===== src/common/write_guard_pkg.sv =====
/* Sizes, AXI channel field types, response codes, trip cause encoding
   and table index types for the AXI4 write guard */
package write_guard_pkg;

  // Table capacities
  localparam int unsigned MaxUniqIds = 4;
  localparam int unsigned MaxWrTxns  = 8;

  // Channel field widths
  localparam int unsigned IdWidth   = 4;
  localparam int unsigned AddrWidth = 32;
  localparam int unsigned DataWidth = 32;
  localparam int unsigned CntWidth  = 8;

  typedef logic [IdWidth-1:0]   id_t;
  typedef logic [AddrWidth-1:0] addr_t;
  typedef logic [DataWidth-1:0] data_t;
  typedef logic [CntWidth-1:0]  cnt_t;

  // AXI B response codes
  typedef logic [1:0] resp_t;
  localparam resp_t RespOkay   = 2'b00;
  localparam resp_t RespSlverr = 2'b10;

  // Index into the head-tail table and into the linked data table
  typedef logic [$clog2(MaxUniqIds)-1:0] ht_idx_t;
  typedef logic [$clog2(MaxWrTxns)-1:0]  ld_idx_t;

  // Reason the guard tripped
  typedef enum logic [2:0] {
    NONE,
    AW_STALL,
    W_STALL,
    B_STALL,
    UNKNOWN_ID
  } trip_cause_t;

endpackage


===== src/common/guard_lookup_if.sv =====
/* Push and pop port between the guard control and the outstanding-ID queue */
`timescale 1ns/10ps

interface guard_lookup_if import write_guard_pkg::*; ();
  // Push of an accepted AW
  logic  push_valid;
  logic  push_gnt;
  id_t   push_id;
  addr_t push_addr;
  // Pop on a B response, result is combinational
  logic  pop_valid;
  logic  pop_hit;
  id_t   pop_id;
  addr_t pop_addr;
  logic  empty;

  modport ctrl (
    output push_valid, push_id, push_addr, pop_valid, pop_id,
    input  push_gnt, pop_hit, pop_addr, empty
  );

  modport queue (
    input  push_valid, push_id, push_addr, pop_valid, pop_id,
    output push_gnt, pop_hit, pop_addr, empty
  );
endinterface


===== src/common/guard_hs_if.sv =====
/* Subordinate-side AW, W and B handshake bits as seen by the guard */
`timescale 1ns/10ps

interface guard_hs_if ();
  logic aw_valid;
  logic aw_ready;
  logic w_valid;
  logic w_ready;
  logic b_valid;
  logic b_ready;

  modport gate (
    output aw_valid, aw_ready, w_valid, w_ready, b_valid, b_ready
  );

  modport mon (
    input aw_valid, aw_ready, w_valid, w_ready, b_valid, b_ready
  );
endinterface


===== src/write_guard/id_queue.sv =====
/* Per-ID linked-list queue of outstanding writes, built from a head-tail
   table and a linked data table holding the write addresses */
`timescale 1ns/10ps

module id_queue import write_guard_pkg::*; (
  input logic           clk_i,
  input logic           rst_ni,
  guard_lookup_if.queue lk
);
  // Head-tail table, one entry per ID in flight
  id_t     [MaxUniqIds-1:0] ht_id_q, ht_id_d;
  ld_idx_t [MaxUniqIds-1:0] ht_head_q, ht_head_d;
  ld_idx_t [MaxUniqIds-1:0] ht_tail_q, ht_tail_d;
  logic    [MaxUniqIds-1:0] ht_free_q, ht_free_d;
  // Linked data table
  addr_t   [MaxWrTxns-1:0]  ld_addr_q, ld_addr_d;
  ld_idx_t [MaxWrTxns-1:0]  ld_next_q, ld_next_d;
  logic    [MaxWrTxns-1:0]  ld_free_q, ld_free_d;

  logic    pop_match, push_match, pop_fire, pop_last, push_fire, ht_avail;
  ht_idx_t pop_idx, push_idx, ht_free_idx, new_ht;
  ld_idx_t ld_free_idx, pop_head, push_slot;

  // ID match and lowest-free search, scanning downwards so the lowest index wins
  always_comb begin
    pop_match   = 1'b0;
    push_match  = 1'b0;
    pop_idx     = '0;
    push_idx    = '0;
    ht_free_idx = '0;
    ld_free_idx = '0;
    for (int i = MaxUniqIds - 1; i >= 0; i--) begin
      if (!ht_free_q[i] && (ht_id_q[i] == lk.pop_id)) begin
        pop_match = 1'b1;
        pop_idx   = ht_idx_t'(i);
      end
      if (!ht_free_q[i] && (ht_id_q[i] == lk.push_id)) begin
        push_match = 1'b1;
        push_idx   = ht_idx_t'(i);
      end
      if (ht_free_q[i]) begin
        ht_free_idx = ht_idx_t'(i);
      end
    end
    for (int i = MaxWrTxns - 1; i >= 0; i--) begin
      if (ld_free_q[i]) begin
        ld_free_idx = ld_idx_t'(i);
      end
    end
  end

  assign pop_head    = ht_head_q[pop_idx];
  assign pop_last    = (pop_head == ht_tail_q[pop_idx]);
  assign pop_fire    = lk.pop_valid && pop_match;
  assign lk.pop_hit  = pop_match;
  assign lk.pop_addr = ld_addr_q[pop_head];
  assign lk.empty    = &ld_free_q;

  // A new ID also needs a head-tail entry, possibly the one popped right now
  assign ht_avail    = (|ht_free_q) || push_match || (pop_fire && pop_last);
  assign lk.push_gnt = ((|ld_free_q) || pop_fire) && ht_avail;
  assign push_fire   = lk.push_valid && lk.push_gnt;

  // A slot freed by a pop is handed straight to the push
  assign push_slot = pop_fire ? pop_head : ld_free_idx;
  assign new_ht    = (pop_fire && pop_last) ? pop_idx : ht_free_idx;

  always_comb begin
    ht_id_d   = ht_id_q;
    ht_head_d = ht_head_q;
    ht_tail_d = ht_tail_q;
    ht_free_d = ht_free_q;
    ld_addr_d = ld_addr_q;
    ld_next_d = ld_next_q;
    ld_free_d = ld_free_q;
    if (pop_fire) begin
      ld_free_d[pop_head] = 1'b1;
      if (pop_last) begin
        ht_free_d[pop_idx] = 1'b1;
      end else begin
        ht_head_d[pop_idx] = ld_next_q[pop_head];
      end
    end
    if (push_fire) begin
      ld_addr_d[push_slot] = lk.push_addr;
      ld_next_d[push_slot] = '0;
      ld_free_d[push_slot] = 1'b0;
      if (push_match && !(pop_fire && pop_last && (pop_idx == push_idx))) begin
        // Append behind the current tail of this ID
        ld_next_d[ht_tail_q[push_idx]] = push_slot;
        ht_tail_d[push_idx]            = push_slot;
      end else begin
        ht_id_d[new_ht]   = lk.push_id;
        ht_head_d[new_ht] = push_slot;
        ht_tail_d[new_ht] = push_slot;
        ht_free_d[new_ht] = 1'b0;
      end
    end
  end

  always_ff @(posedge clk_i or negedge rst_ni) begin
    if (!rst_ni) begin
      ht_free_q <= '1;
      ld_free_q <= '1;
    end else begin
      ht_free_q <= ht_free_d;
      ld_free_q <= ld_free_d;
    end
  end

  always_ff @(posedge clk_i) begin
    ht_id_q   <= ht_id_d;
    ht_head_q <= ht_head_d;
    ht_tail_q <= ht_tail_d;
    ld_addr_q <= ld_addr_d;
    ld_next_q <= ld_next_d;
  end

endmodule


===== src/write_guard/stall_monitor.sv =====
/* Stall counters for the AW, W and B phases, checked against runtime budgets */
`timescale 1ns/10ps

module stall_monitor import write_guard_pkg::*; (
  input  logic        clk_i,
  input  logic        rst_ni,
  input  logic        guard_en_i,
  guard_hs_if.mon     hs,
  input  logic        outstanding_i,
  input  cnt_t        budget_aw_i,
  input  cnt_t        budget_w_i,
  input  cnt_t        budget_b_i,
  output logic        timeout_o,
  output trip_cause_t timeout_cause_o
);
  cnt_t aw_cnt_q, w_cnt_q, b_cnt_q;
  logic aw_hs, w_hs, b_hs;
  logic aw_hit, w_hit, b_hit;

  // Saturating count step
  function automatic cnt_t step(cnt_t cnt, logic clr, logic inc);
    if (clr) return '0;
    if (inc && (cnt != '1)) return cnt + cnt_t'(1);
    return cnt;
  endfunction

  // A zero budget disables the check
  function automatic logic at_budget(cnt_t cnt, cnt_t budget);
    return (budget != '0) && (cnt == budget);
  endfunction

  assign aw_hs = hs.aw_valid && hs.aw_ready;
  assign w_hs  = hs.w_valid && hs.w_ready;
  assign b_hs  = hs.b_valid && hs.b_ready;

  always_ff @(posedge clk_i or negedge rst_ni) begin
    if (!rst_ni) begin
      aw_cnt_q <= '0;
      w_cnt_q  <= '0;
      b_cnt_q  <= '0;
    end else if (guard_en_i) begin
      aw_cnt_q <= step(aw_cnt_q, aw_hs, hs.aw_valid && !hs.aw_ready);
      w_cnt_q  <= step(w_cnt_q, w_hs, hs.w_valid && !hs.w_ready);
      // Time since the last W or B progress while writes are pending
      b_cnt_q  <= step(b_cnt_q, w_hs || b_hs, outstanding_i);
    end
  end

  assign aw_hit    = at_budget(aw_cnt_q, budget_aw_i);
  assign w_hit     = at_budget(w_cnt_q, budget_w_i);
  assign b_hit     = at_budget(b_cnt_q, budget_b_i);
  assign timeout_o = aw_hit || w_hit || b_hit;

  always_comb begin
    timeout_cause_o = NONE;
    if (aw_hit) timeout_cause_o = AW_STALL;
    else if (w_hit) timeout_cause_o = W_STALL;
    else if (b_hit) timeout_cause_o = B_STALL;
  end

endmodule


===== src/write_guard/channel_gate.sv =====
/* AW, W and B forwarding with queue-full back-pressure, and the one-entry
   SLVERR responder that answers AWs once the guard has tripped */
`timescale 1ns/10ps

module channel_gate import write_guard_pkg::*; (
  input  logic  clk_i,
  input  logic  rst_ni,
  input  logic  mgr_aw_valid_i,
  output logic  mgr_aw_ready_o,
  input  id_t   mgr_aw_id_i,
  input  addr_t mgr_aw_addr_i,
  input  logic  mgr_w_valid_i,
  output logic  mgr_w_ready_o,
  input  data_t mgr_w_data_i,
  input  logic  mgr_w_last_i,
  output logic  mgr_b_valid_o,
  input  logic  mgr_b_ready_i,
  output id_t   mgr_b_id_o,
  output resp_t mgr_b_resp_o,
  output logic  slv_aw_valid_o,
  input  logic  slv_aw_ready_i,
  output id_t   slv_aw_id_o,
  output addr_t slv_aw_addr_o,
  output logic  slv_w_valid_o,
  input  logic  slv_w_ready_i,
  output data_t slv_w_data_o,
  output logic  slv_w_last_o,
  input  logic  slv_b_valid_i,
  output logic  slv_b_ready_o,
  input  id_t   slv_b_id_i,
  input  resp_t slv_b_resp_i,
  input  logic  guard_en_i,
  input  logic  tripped_i,
  input  logic  aw_allow_i,
  guard_hs_if.gate hs
);
  logic blocked, err_accept, err_valid_q;
  id_t  err_id_q;

  assign blocked    = guard_en_i && tripped_i;
  assign err_accept = blocked && mgr_aw_valid_i && !err_valid_q;

  always_comb begin
    slv_aw_valid_o = mgr_aw_valid_i;
    mgr_aw_ready_o = slv_aw_ready_i;
    slv_w_valid_o  = mgr_w_valid_i;
    mgr_w_ready_o  = slv_w_ready_i;
    mgr_b_valid_o  = slv_b_valid_i;
    slv_b_ready_o  = mgr_b_ready_i;
    mgr_b_id_o     = slv_b_id_i;
    mgr_b_resp_o   = slv_b_resp_i;
    if (blocked) begin
      // Cut the subordinate off, sink W beats and drain its late responses
      slv_aw_valid_o = 1'b0;
      mgr_aw_ready_o = !err_valid_q;
      slv_w_valid_o  = 1'b0;
      mgr_w_ready_o  = 1'b1;
      mgr_b_valid_o  = err_valid_q;
      slv_b_ready_o  = 1'b1;
      mgr_b_id_o     = err_id_q;
      mgr_b_resp_o   = RespSlverr;
    end else if (guard_en_i) begin
      // Hold AW back while the ID queue has no room
      slv_aw_valid_o = mgr_aw_valid_i && aw_allow_i;
      mgr_aw_ready_o = slv_aw_ready_i && aw_allow_i;
    end
  end

  assign slv_aw_id_o   = mgr_aw_id_i;
  assign slv_aw_addr_o = mgr_aw_addr_i;
  assign slv_w_data_o  = mgr_w_data_i;
  assign slv_w_last_o  = mgr_w_last_i;

  always_ff @(posedge clk_i or negedge rst_ni) begin
    if (!rst_ni) begin
      err_valid_q <= 1'b0;
    end else if (err_accept) begin
      err_valid_q <= 1'b1;
    end else if (err_valid_q && mgr_b_ready_i) begin
      err_valid_q <= 1'b0;
    end
  end

  always_ff @(posedge clk_i) begin
    if (err_accept) begin
      err_id_q <= mgr_aw_id_i;
    end
  end

  assign hs.aw_valid = slv_aw_valid_o;
  assign hs.aw_ready = slv_aw_ready_i;
  assign hs.w_valid  = slv_w_valid_o;
  assign hs.w_ready  = slv_w_ready_i;
  assign hs.b_valid  = slv_b_valid_i;
  assign hs.b_ready  = slv_b_ready_o;

endmodule


===== src/write_guard/guard_ctrl.sv =====
/* Guard control: queue push and pop, trip latch with cause and ID capture,
   and the registered completion report */
`timescale 1ns/10ps

module guard_ctrl import write_guard_pkg::*; (
  input  logic          clk_i,
  input  logic          rst_ni,
  input  logic          guard_en_i,
  input  id_t           mgr_aw_id_i,
  input  addr_t         mgr_aw_addr_i,
  input  id_t           slv_b_id_i,
  input  resp_t         slv_b_resp_i,
  guard_hs_if.mon       hs,
  guard_lookup_if.ctrl  lk,
  input  logic          timeout_i,
  input  trip_cause_t   timeout_cause_i,
  output logic          tripped_o,
  output logic          aw_allow_o,
  output logic          outstanding_o,
  output logic          irq_o,
  output logic          reset_req_o,
  output trip_cause_t   trip_cause_o,
  output id_t           trip_id_o,
  output logic          cmpl_valid_o,
  output id_t           cmpl_id_o,
  output addr_t         cmpl_addr_o,
  output resp_t         cmpl_resp_o
);
  logic        active, aw_fwd, b_fwd, b_known, unknown_id, trip_now;
  logic        tripped_q, cmpl_valid_q;
  trip_cause_t cause_q;
  id_t         trip_id_q, cmpl_id_q;
  addr_t       cmpl_addr_q;
  resp_t       cmpl_resp_q;

  // Only handshakes that really reach the subordinate are tracked
  assign active     = guard_en_i && !tripped_q;
  assign aw_fwd     = active && hs.aw_valid && hs.aw_ready;
  assign b_fwd      = active && hs.b_valid && hs.b_ready;
  assign b_known    = b_fwd && lk.pop_hit;
  assign unknown_id = b_fwd && !lk.pop_hit;
  assign trip_now   = unknown_id || (active && timeout_i);

  assign lk.push_valid = aw_fwd;
  assign lk.push_id    = mgr_aw_id_i;
  assign lk.push_addr  = mgr_aw_addr_i;
  assign lk.pop_valid  = b_fwd;
  assign lk.pop_id     = slv_b_id_i;

  assign aw_allow_o    = lk.push_gnt;
  assign outstanding_o = !lk.empty;

  always_ff @(posedge clk_i or negedge rst_ni) begin
    if (!rst_ni) begin
      tripped_q    <= 1'b0;
      cause_q      <= NONE;
      trip_id_q    <= '0;
      cmpl_valid_q <= 1'b0;
    end else begin
      cmpl_valid_q <= b_known;
      if (trip_now) begin
        tripped_q <= 1'b1;
        // A stray response outranks a stall seen in the same cycle
        cause_q   <= unknown_id ? UNKNOWN_ID : timeout_cause_i;
        if (unknown_id) begin
          trip_id_q <= slv_b_id_i;
        end
      end
    end
  end

  always_ff @(posedge clk_i) begin
    if (b_known) begin
      cmpl_id_q   <= slv_b_id_i;
      cmpl_addr_q <= lk.pop_addr;
      cmpl_resp_q <= slv_b_resp_i;
    end
  end

  assign tripped_o    = tripped_q;
  assign irq_o        = tripped_q;
  assign reset_req_o  = tripped_q;
  assign trip_cause_o = cause_q;
  assign trip_id_o    = trip_id_q;
  assign cmpl_valid_o = cmpl_valid_q;
  assign cmpl_id_o    = cmpl_id_q;
  assign cmpl_addr_o  = cmpl_addr_q;
  assign cmpl_resp_o  = cmpl_resp_q;

endmodule


===== src/hdl/axi_write_guard.sv =====
/* AXI4 write-channel guard top level with plain manager and subordinate ports */
`timescale 1ns/10ps

module axi_write_guard import write_guard_pkg::*; (
  input  logic        clk_i,
  input  logic        rst_ni,
  input  logic        guard_en_i,
  input  logic        mgr_aw_valid_i,
  output logic        mgr_aw_ready_o,
  input  id_t         mgr_aw_id_i,
  input  addr_t       mgr_aw_addr_i,
  input  logic        mgr_w_valid_i,
  output logic        mgr_w_ready_o,
  input  data_t       mgr_w_data_i,
  input  logic        mgr_w_last_i,
  output logic        mgr_b_valid_o,
  input  logic        mgr_b_ready_i,
  output id_t         mgr_b_id_o,
  output resp_t       mgr_b_resp_o,
  output logic        slv_aw_valid_o,
  input  logic        slv_aw_ready_i,
  output id_t         slv_aw_id_o,
  output addr_t       slv_aw_addr_o,
  output logic        slv_w_valid_o,
  input  logic        slv_w_ready_i,
  output data_t       slv_w_data_o,
  output logic        slv_w_last_o,
  input  logic        slv_b_valid_i,
  output logic        slv_b_ready_o,
  input  id_t         slv_b_id_i,
  input  resp_t       slv_b_resp_i,
  input  cnt_t        budget_aw_i,
  input  cnt_t        budget_w_i,
  input  cnt_t        budget_b_i,
  output logic        irq_o,
  output logic        reset_req_o,
  output trip_cause_t trip_cause_o,
  output id_t         trip_id_o,
  output logic        cmpl_valid_o,
  output id_t         cmpl_id_o,
  output addr_t       cmpl_addr_o,
  output resp_t       cmpl_resp_o
);
  logic        tripped, aw_allow, outstanding, timeout;
  trip_cause_t timeout_cause;

  guard_lookup_if lk_if ();
  guard_hs_if     hs_if ();

  guard_ctrl i_ctrl (
    .clk_i, .rst_ni, .guard_en_i, .mgr_aw_id_i, .mgr_aw_addr_i,
    .slv_b_id_i, .slv_b_resp_i,
    .hs              (hs_if.mon),
    .lk              (lk_if.ctrl),
    .timeout_i       (timeout),
    .timeout_cause_i (timeout_cause),
    .tripped_o       (tripped),
    .aw_allow_o      (aw_allow),
    .outstanding_o   (outstanding),
    .irq_o, .reset_req_o, .trip_cause_o, .trip_id_o,
    .cmpl_valid_o, .cmpl_id_o, .cmpl_addr_o, .cmpl_resp_o
  );

  id_queue i_queue (
    .clk_i, .rst_ni,
    .lk (lk_if.queue)
  );

  stall_monitor i_monitor (
    .clk_i, .rst_ni, .guard_en_i,
    .hs              (hs_if.mon),
    .outstanding_i   (outstanding),
    .budget_aw_i, .budget_w_i, .budget_b_i,
    .timeout_o       (timeout),
    .timeout_cause_o (timeout_cause)
  );

  // Channel ports share their names with the top level
  channel_gate i_gate (
    .tripped_i  (tripped),
    .aw_allow_i (aw_allow),
    .hs         (hs_if.gate),
    .*
  );

endmodule


===== config.mk =====
export PLATFORM = sky130hd
export DESIGN_NAME = axi_write_guard
export DESIGN_NICKNAME = d
export VERILOG_FILES = /design/src/common/write_guard_pkg.sv /design/src/common/guard_lookup_if.sv /design/src/common/guard_hs_if.sv /design/src/write_guard/id_queue.sv /design/src/write_guard/stall_monitor.sv /design/src/write_guard/channel_gate.sv /design/src/write_guard/guard_ctrl.sv /design/src/hdl/axi_write_guard.sv
export SDC_FILE = /design/constraint.sdc
export NUM_CORES = 1
export LEC_CHECK = 0
export ABC_CLOCK_PERIOD_IN_PS = 8200
export BUFFER_PORTS_ARGS = -buffer_cell sky130_fd_sc_hd__buf_2
export CAP_MARGIN = 20
export CELL_PAD_IN_SITES_DETAIL_PLACEMENT = 1
export CELL_PAD_IN_SITES_GLOBAL_PLACEMENT = 2
export CORE_UTILIZATION = 42
export CTS_CLUSTER_DIAMETER = 150
export DETAILED_ROUTE_END_ITERATION = 8
export PLACE_DENSITY_LB_ADDON = 0.1
export SLEW_MARGIN = 20
export SYNTH_ARGS = -nofsm -noshare
export SYNTH_HDL_FRONTEND = slang
export SYNTH_SLANG_ARGS = --single-unit

===== constraint.sdc =====
create_clock -name clk_i -period 8.2 [get_ports clk_i]
set_clock_uncertainty 0.05 [all_clocks]
set_input_delay 1.64 -clock clk_i [delete_from_list [all_inputs] [get_ports clk_i]]
set_output_delay 1.64 -clock clk_i [all_outputs]
set_load 0.05 [all_outputs]

==> key figures <==
Logic synthesis
  – Syn_nets: 1726
  – Yosys warnings: 0
  – Yosys cell types: 77
  – Sequential share of the synthesized area: 64.1%
  – Post-synth EDFFs: 350
  – Syn Area/Cell: 11.5 um2
  – Mapped Area: 18600 um2
  – Top FF cell, synth: edfxtp_1
  – Gate Count Post-Synth: 1615
  – Synthesis-stage register bit count: 408
  – Async S/R FF share, synth: 11.3%

Floorplanning
  – Initial core utilization: 42.9%
  – Die ar.: 45100 um2
  – Rows: 76
  – Die height: 212 um
  – Core Region: 43400 um2
  – Die extent in x: 212 um
  – Ports: 237

Power
  – Sw Ratio: 34.1%
  – Pwr/cell area: 295 nW/um2
  – Net Switching: 2120 uW
  – Comb power frac: 27.5%
  – Max VDD drop: 0.204 mV
  – Internal power: 4100 uW
  – Leakage: 0.00810 uW
  – Sequential Power Share: 40.2%
  – Clock power frac: 32.3%

GRT
  – Largest net degree at the start of global routing: 77
  – Total gr overflow: 0
  – Initial antenna violation count: 0
  – First-pass GRT wire length: 75.5 mm
  – GRT Overall Usage: 22.0%
  – Vias in the first global route: 13100

Placement
  – Placed cells: 2248
  – PortBufs: 170
  – Pre-CTS WS: 1.49 ns
  – DP HPWL: 31.1 mm
  – RePlAce Congestion: 0.863

Timing
  – Hold_ws: 0.451 ns
  – Fin worst setup slack: 1.64 ns
  – Actual slew at the worst max-slew pin: 0.932 ns
  – Setup violations, final: 0
  – Final Hold Viols: 0
  – Highest Clock Rate: 152 MHz
  – Slew Limit Fails: 0
  – Setup TNS: 0 ns
  – Minimum clock period: 6.56 ns
  – Fin crit share: 80.0%
  – RSZ-0062 raised after global routing: false
  – Max-slew headroom: 37.3%

Layout
  – Layout area overhead: 13.6%
  – Fin nets: 1822
  – # diodes: 0
  – Fin cells: 2329
  – Ratio of cells with drive above 1 in the final layout: 18.8%

Routing
  – Post-DRT Antenna Nets: 0
  – Wirelength per Cell: 21.0 um
  – Via count: 12600
  – Initial DRC Count: 716
  – Pre-antenna DRT Iters: 5
  – Detailed Route WL: 48.9 mm
  – Via density: 5.42
  – Drt drc: 0

Setup path
  – FF-to-FF Start: i_queue.ht_id_q[7]
  – Critical Path Source Type: input pin
  – Reg2reg path depth: 13
  – Flop-to-flop setup slack: 2.97 ns
  – Crit. End Element: output pin
  – Max FO, Critical Path: 12
  – CP arrival: 4.87 ns
  – Reg2reg end: i_queue.ld_addr_q[134]
  – Crit Path Class: in -> out
  – Worst EP required: 6.51 ns

CTS
  – H-tree depth: 2
  – Clock Path Buffers: 3
  – Clock Pin Slew Worst Setup and Hold Paths: 0.06 ns
  – CTS tree: built
  – Resized cells post-CTS: 0
  – Clock Sinks: 408
  – Clock insertion delay at the later pin of the skew report: 0.58 ns
  – Clk root buf: clkbuf_16
  – Cts bufs inserted: 45
  – Hold_buf cts: 0
  – Post-CTS Setup Repair Bufs: 0

Run
  – Max-cap violations: 0

Worst hold path
  – Hold Path Class: reg -> reg
  – Worst min-delay path startpoint: i_ctrl.trip_id_o[2]
  – WHS Endpoint: i_ctrl.trip_id_o[2]
  – Hold path depth: 1

Outcome
  – Outcome: finished, final reports clean
how the worst max path moves through the flow:
stage	from	end	slack [ns]	depth (start not counted)
after CTS	slv_b_id_i[1]	mgr_aw_ready_o	1.66	13
after global placement	slv_b_id_i[1]	i_queue.ld_addr_q[144]	1.72	14
after global routing	slv_b_id_i[1]	mgr_aw_ready_o	1.43	13
after detailed placement	slv_b_id_i[1]	i_queue.ld_addr_q[142]	1.49	14
final	slv_b_id_i[1]	mgr_aw_ready_o	1.64	13
after floorplan	slv_b_id_i[2]	i_queue.ld_addr_q[0]	1.60	13
cell type report:
type                    count  area [um2]
flip-flops and latches    408       11900
multi-input cells        1029        5810
repair buffers            196        1080
inverters                  31         121
fillers                  4642       22200
well taps                 585         732
clock inverters            27         295
clock buffers              53        1160
worst max-delay path, cell delays in order:
cell	delay [ns]
buf_2	0.20
xnor2_1	0.14
nand2_1	0.11
or4_4	0.63
a31oi_4	0.52
a21o_1	0.15
o211ai_1	0.09
a32o_2	0.34
o32a_4	0.40
nor2_1	0.10
nor2_1	0.08
o22ai_1	0.14
buf_2	0.29
layout by cell type (no fill, tap or decap), types with 6 or more instances in the layout:
cell type	n
nor2b_1	10
and2_1	8
dfstp_2	12
buf_2	170
o21ai_0	50
buf_4	24
mux2_2	13
o21a_1	6
a21oi_1	28
nor4_1	9
mux2i_1	55
nand3_1	179
a21o_1	7
nand2b_1	10
inv_1	27
clkinv_2	12
xnor2_1	32
edfxtp_1	350
clkbuf_16	45
dfrtp_1	34
nor2_1	75
nor3_1	18
clkinv_1	6
nor2_4	9
and3_1	13
dfxtp_1	12
a211oi_1	6
clkbuf_1	8
nand2_1	373
xor2_1	22
a31oi_1	10
state kept, by name (all words and copies together), names as in the netlist, 2 cells and up:
signal               count
i_queue.ld_addr_q      256
i_ctrl.cmpl_addr_o      32
i_queue.ld_next_q       24
i_queue.ht_id_q         16
i_queue.ht_head_q       12
i_queue.ht_tail_q       12
i_monitor.aw_cnt_q       8
i_monitor.b_cnt_q        8
i_monitor.w_cnt_q        8
i_queue.ld_free_q        8
i_ctrl.cmpl_id_o         4
i_ctrl.trip_id_o         4
i_gate.err_id_q          4
i_queue.ht_free_q        4
i_ctrl.trip_cause_o      3
i_ctrl.cmpl_resp_o       2
per-stage QoR:
stage / instance area [um2] / utilization, % / total power, uW
after floorplan: 18600 / - / 3750
after global placement: 19600 / 45.3 / 4230
after detailed placement: 19600 / 45.3 / 4270
after CTS: 21100 / 48.6 / 6290
after global routing: 21100 / 48.7 / 6530
final: 21100 / 48.7 / 6220
synth_stat cells, types with 5 or more instances:
cell type / instances / share of area, %
dfxtp_1: 12 / 1.3
inv_1: 28 / 0.57
nor2b_1: 10 / 0.34
dfrtp_1: 34 / 4.6
nor4_1: 9 / 0.30
buf_4: 71 / 2.9
xor2_1: 22 / 1.0
a21oi_1: 28 / 0.75
and3_1: 13 / 0.44
mux2i_1: 55 / 3.0
a31oi_1: 10 / 0.34
a21o_1: 7 / 0.28
a211oi_1: 6 / 0.24
o21ai_0: 50 / 1.3
nand4_1: 5 / 0.17
clkbuf_1: 56 / 1.1
o31ai_1: 5 / 0.20
nor3_1: 18 / 0.48
nand2b_1: 10 / 0.34
o21a_1: 6 / 0.24
edfxtp_1: 350 / 57
mux2_2: 13 / 0.79
xnor2_1: 32 / 1.5
buf_2: 6 / 0.16
and2_1: 8 / 0.27
nor2_1: 84 / 1.7
dfstp_2: 12 / 1.7
nand2_1: 373 / 7.5
buf_1: 10 / 0.20
nand3_1: 179 / 4.8
metal layers:
layer | up-vias | track usage, % | wire length [um]
met5 | - | 0 | 0
met4 | 0 | 6.13 | 1050
met3 | 83 | 3.72 | 1950
met2 | 283 | 37.1 | 24000
met1 | 6362 | 29.0 | 21900
li1 | 5901 | - | -
power by group through the flow:
stage          clock network, uW  logic [uW]  registers (uW)
6_report                    2010        1710            2500
5_1_grt                     2120        1890            2510
4_1_cts                     2060        1730            2500
3_5_place_dp                   0        1720            2540
3_3_place_gp                   0        1690            2540
2_1_floorplan                  0        1180            2570
kinds of logic (layout without fill, tap and decap cells):
kind of cell               count (synthesis)  count (layout)  synth area share [%]
adders and majority gates                  3               3                 0.202
xor gates and xnor gates                  54              54                  2.54
DFF                                      408             408                  64.1
AOI/OAI and AO/OA                        167             167                  6.18
and+or+nand+nor                          737             737                  18.0
muxes                                     68              68                  3.75
buffers and inverters                    178             307                  5.26
Power figures use the tool's default switching activity.
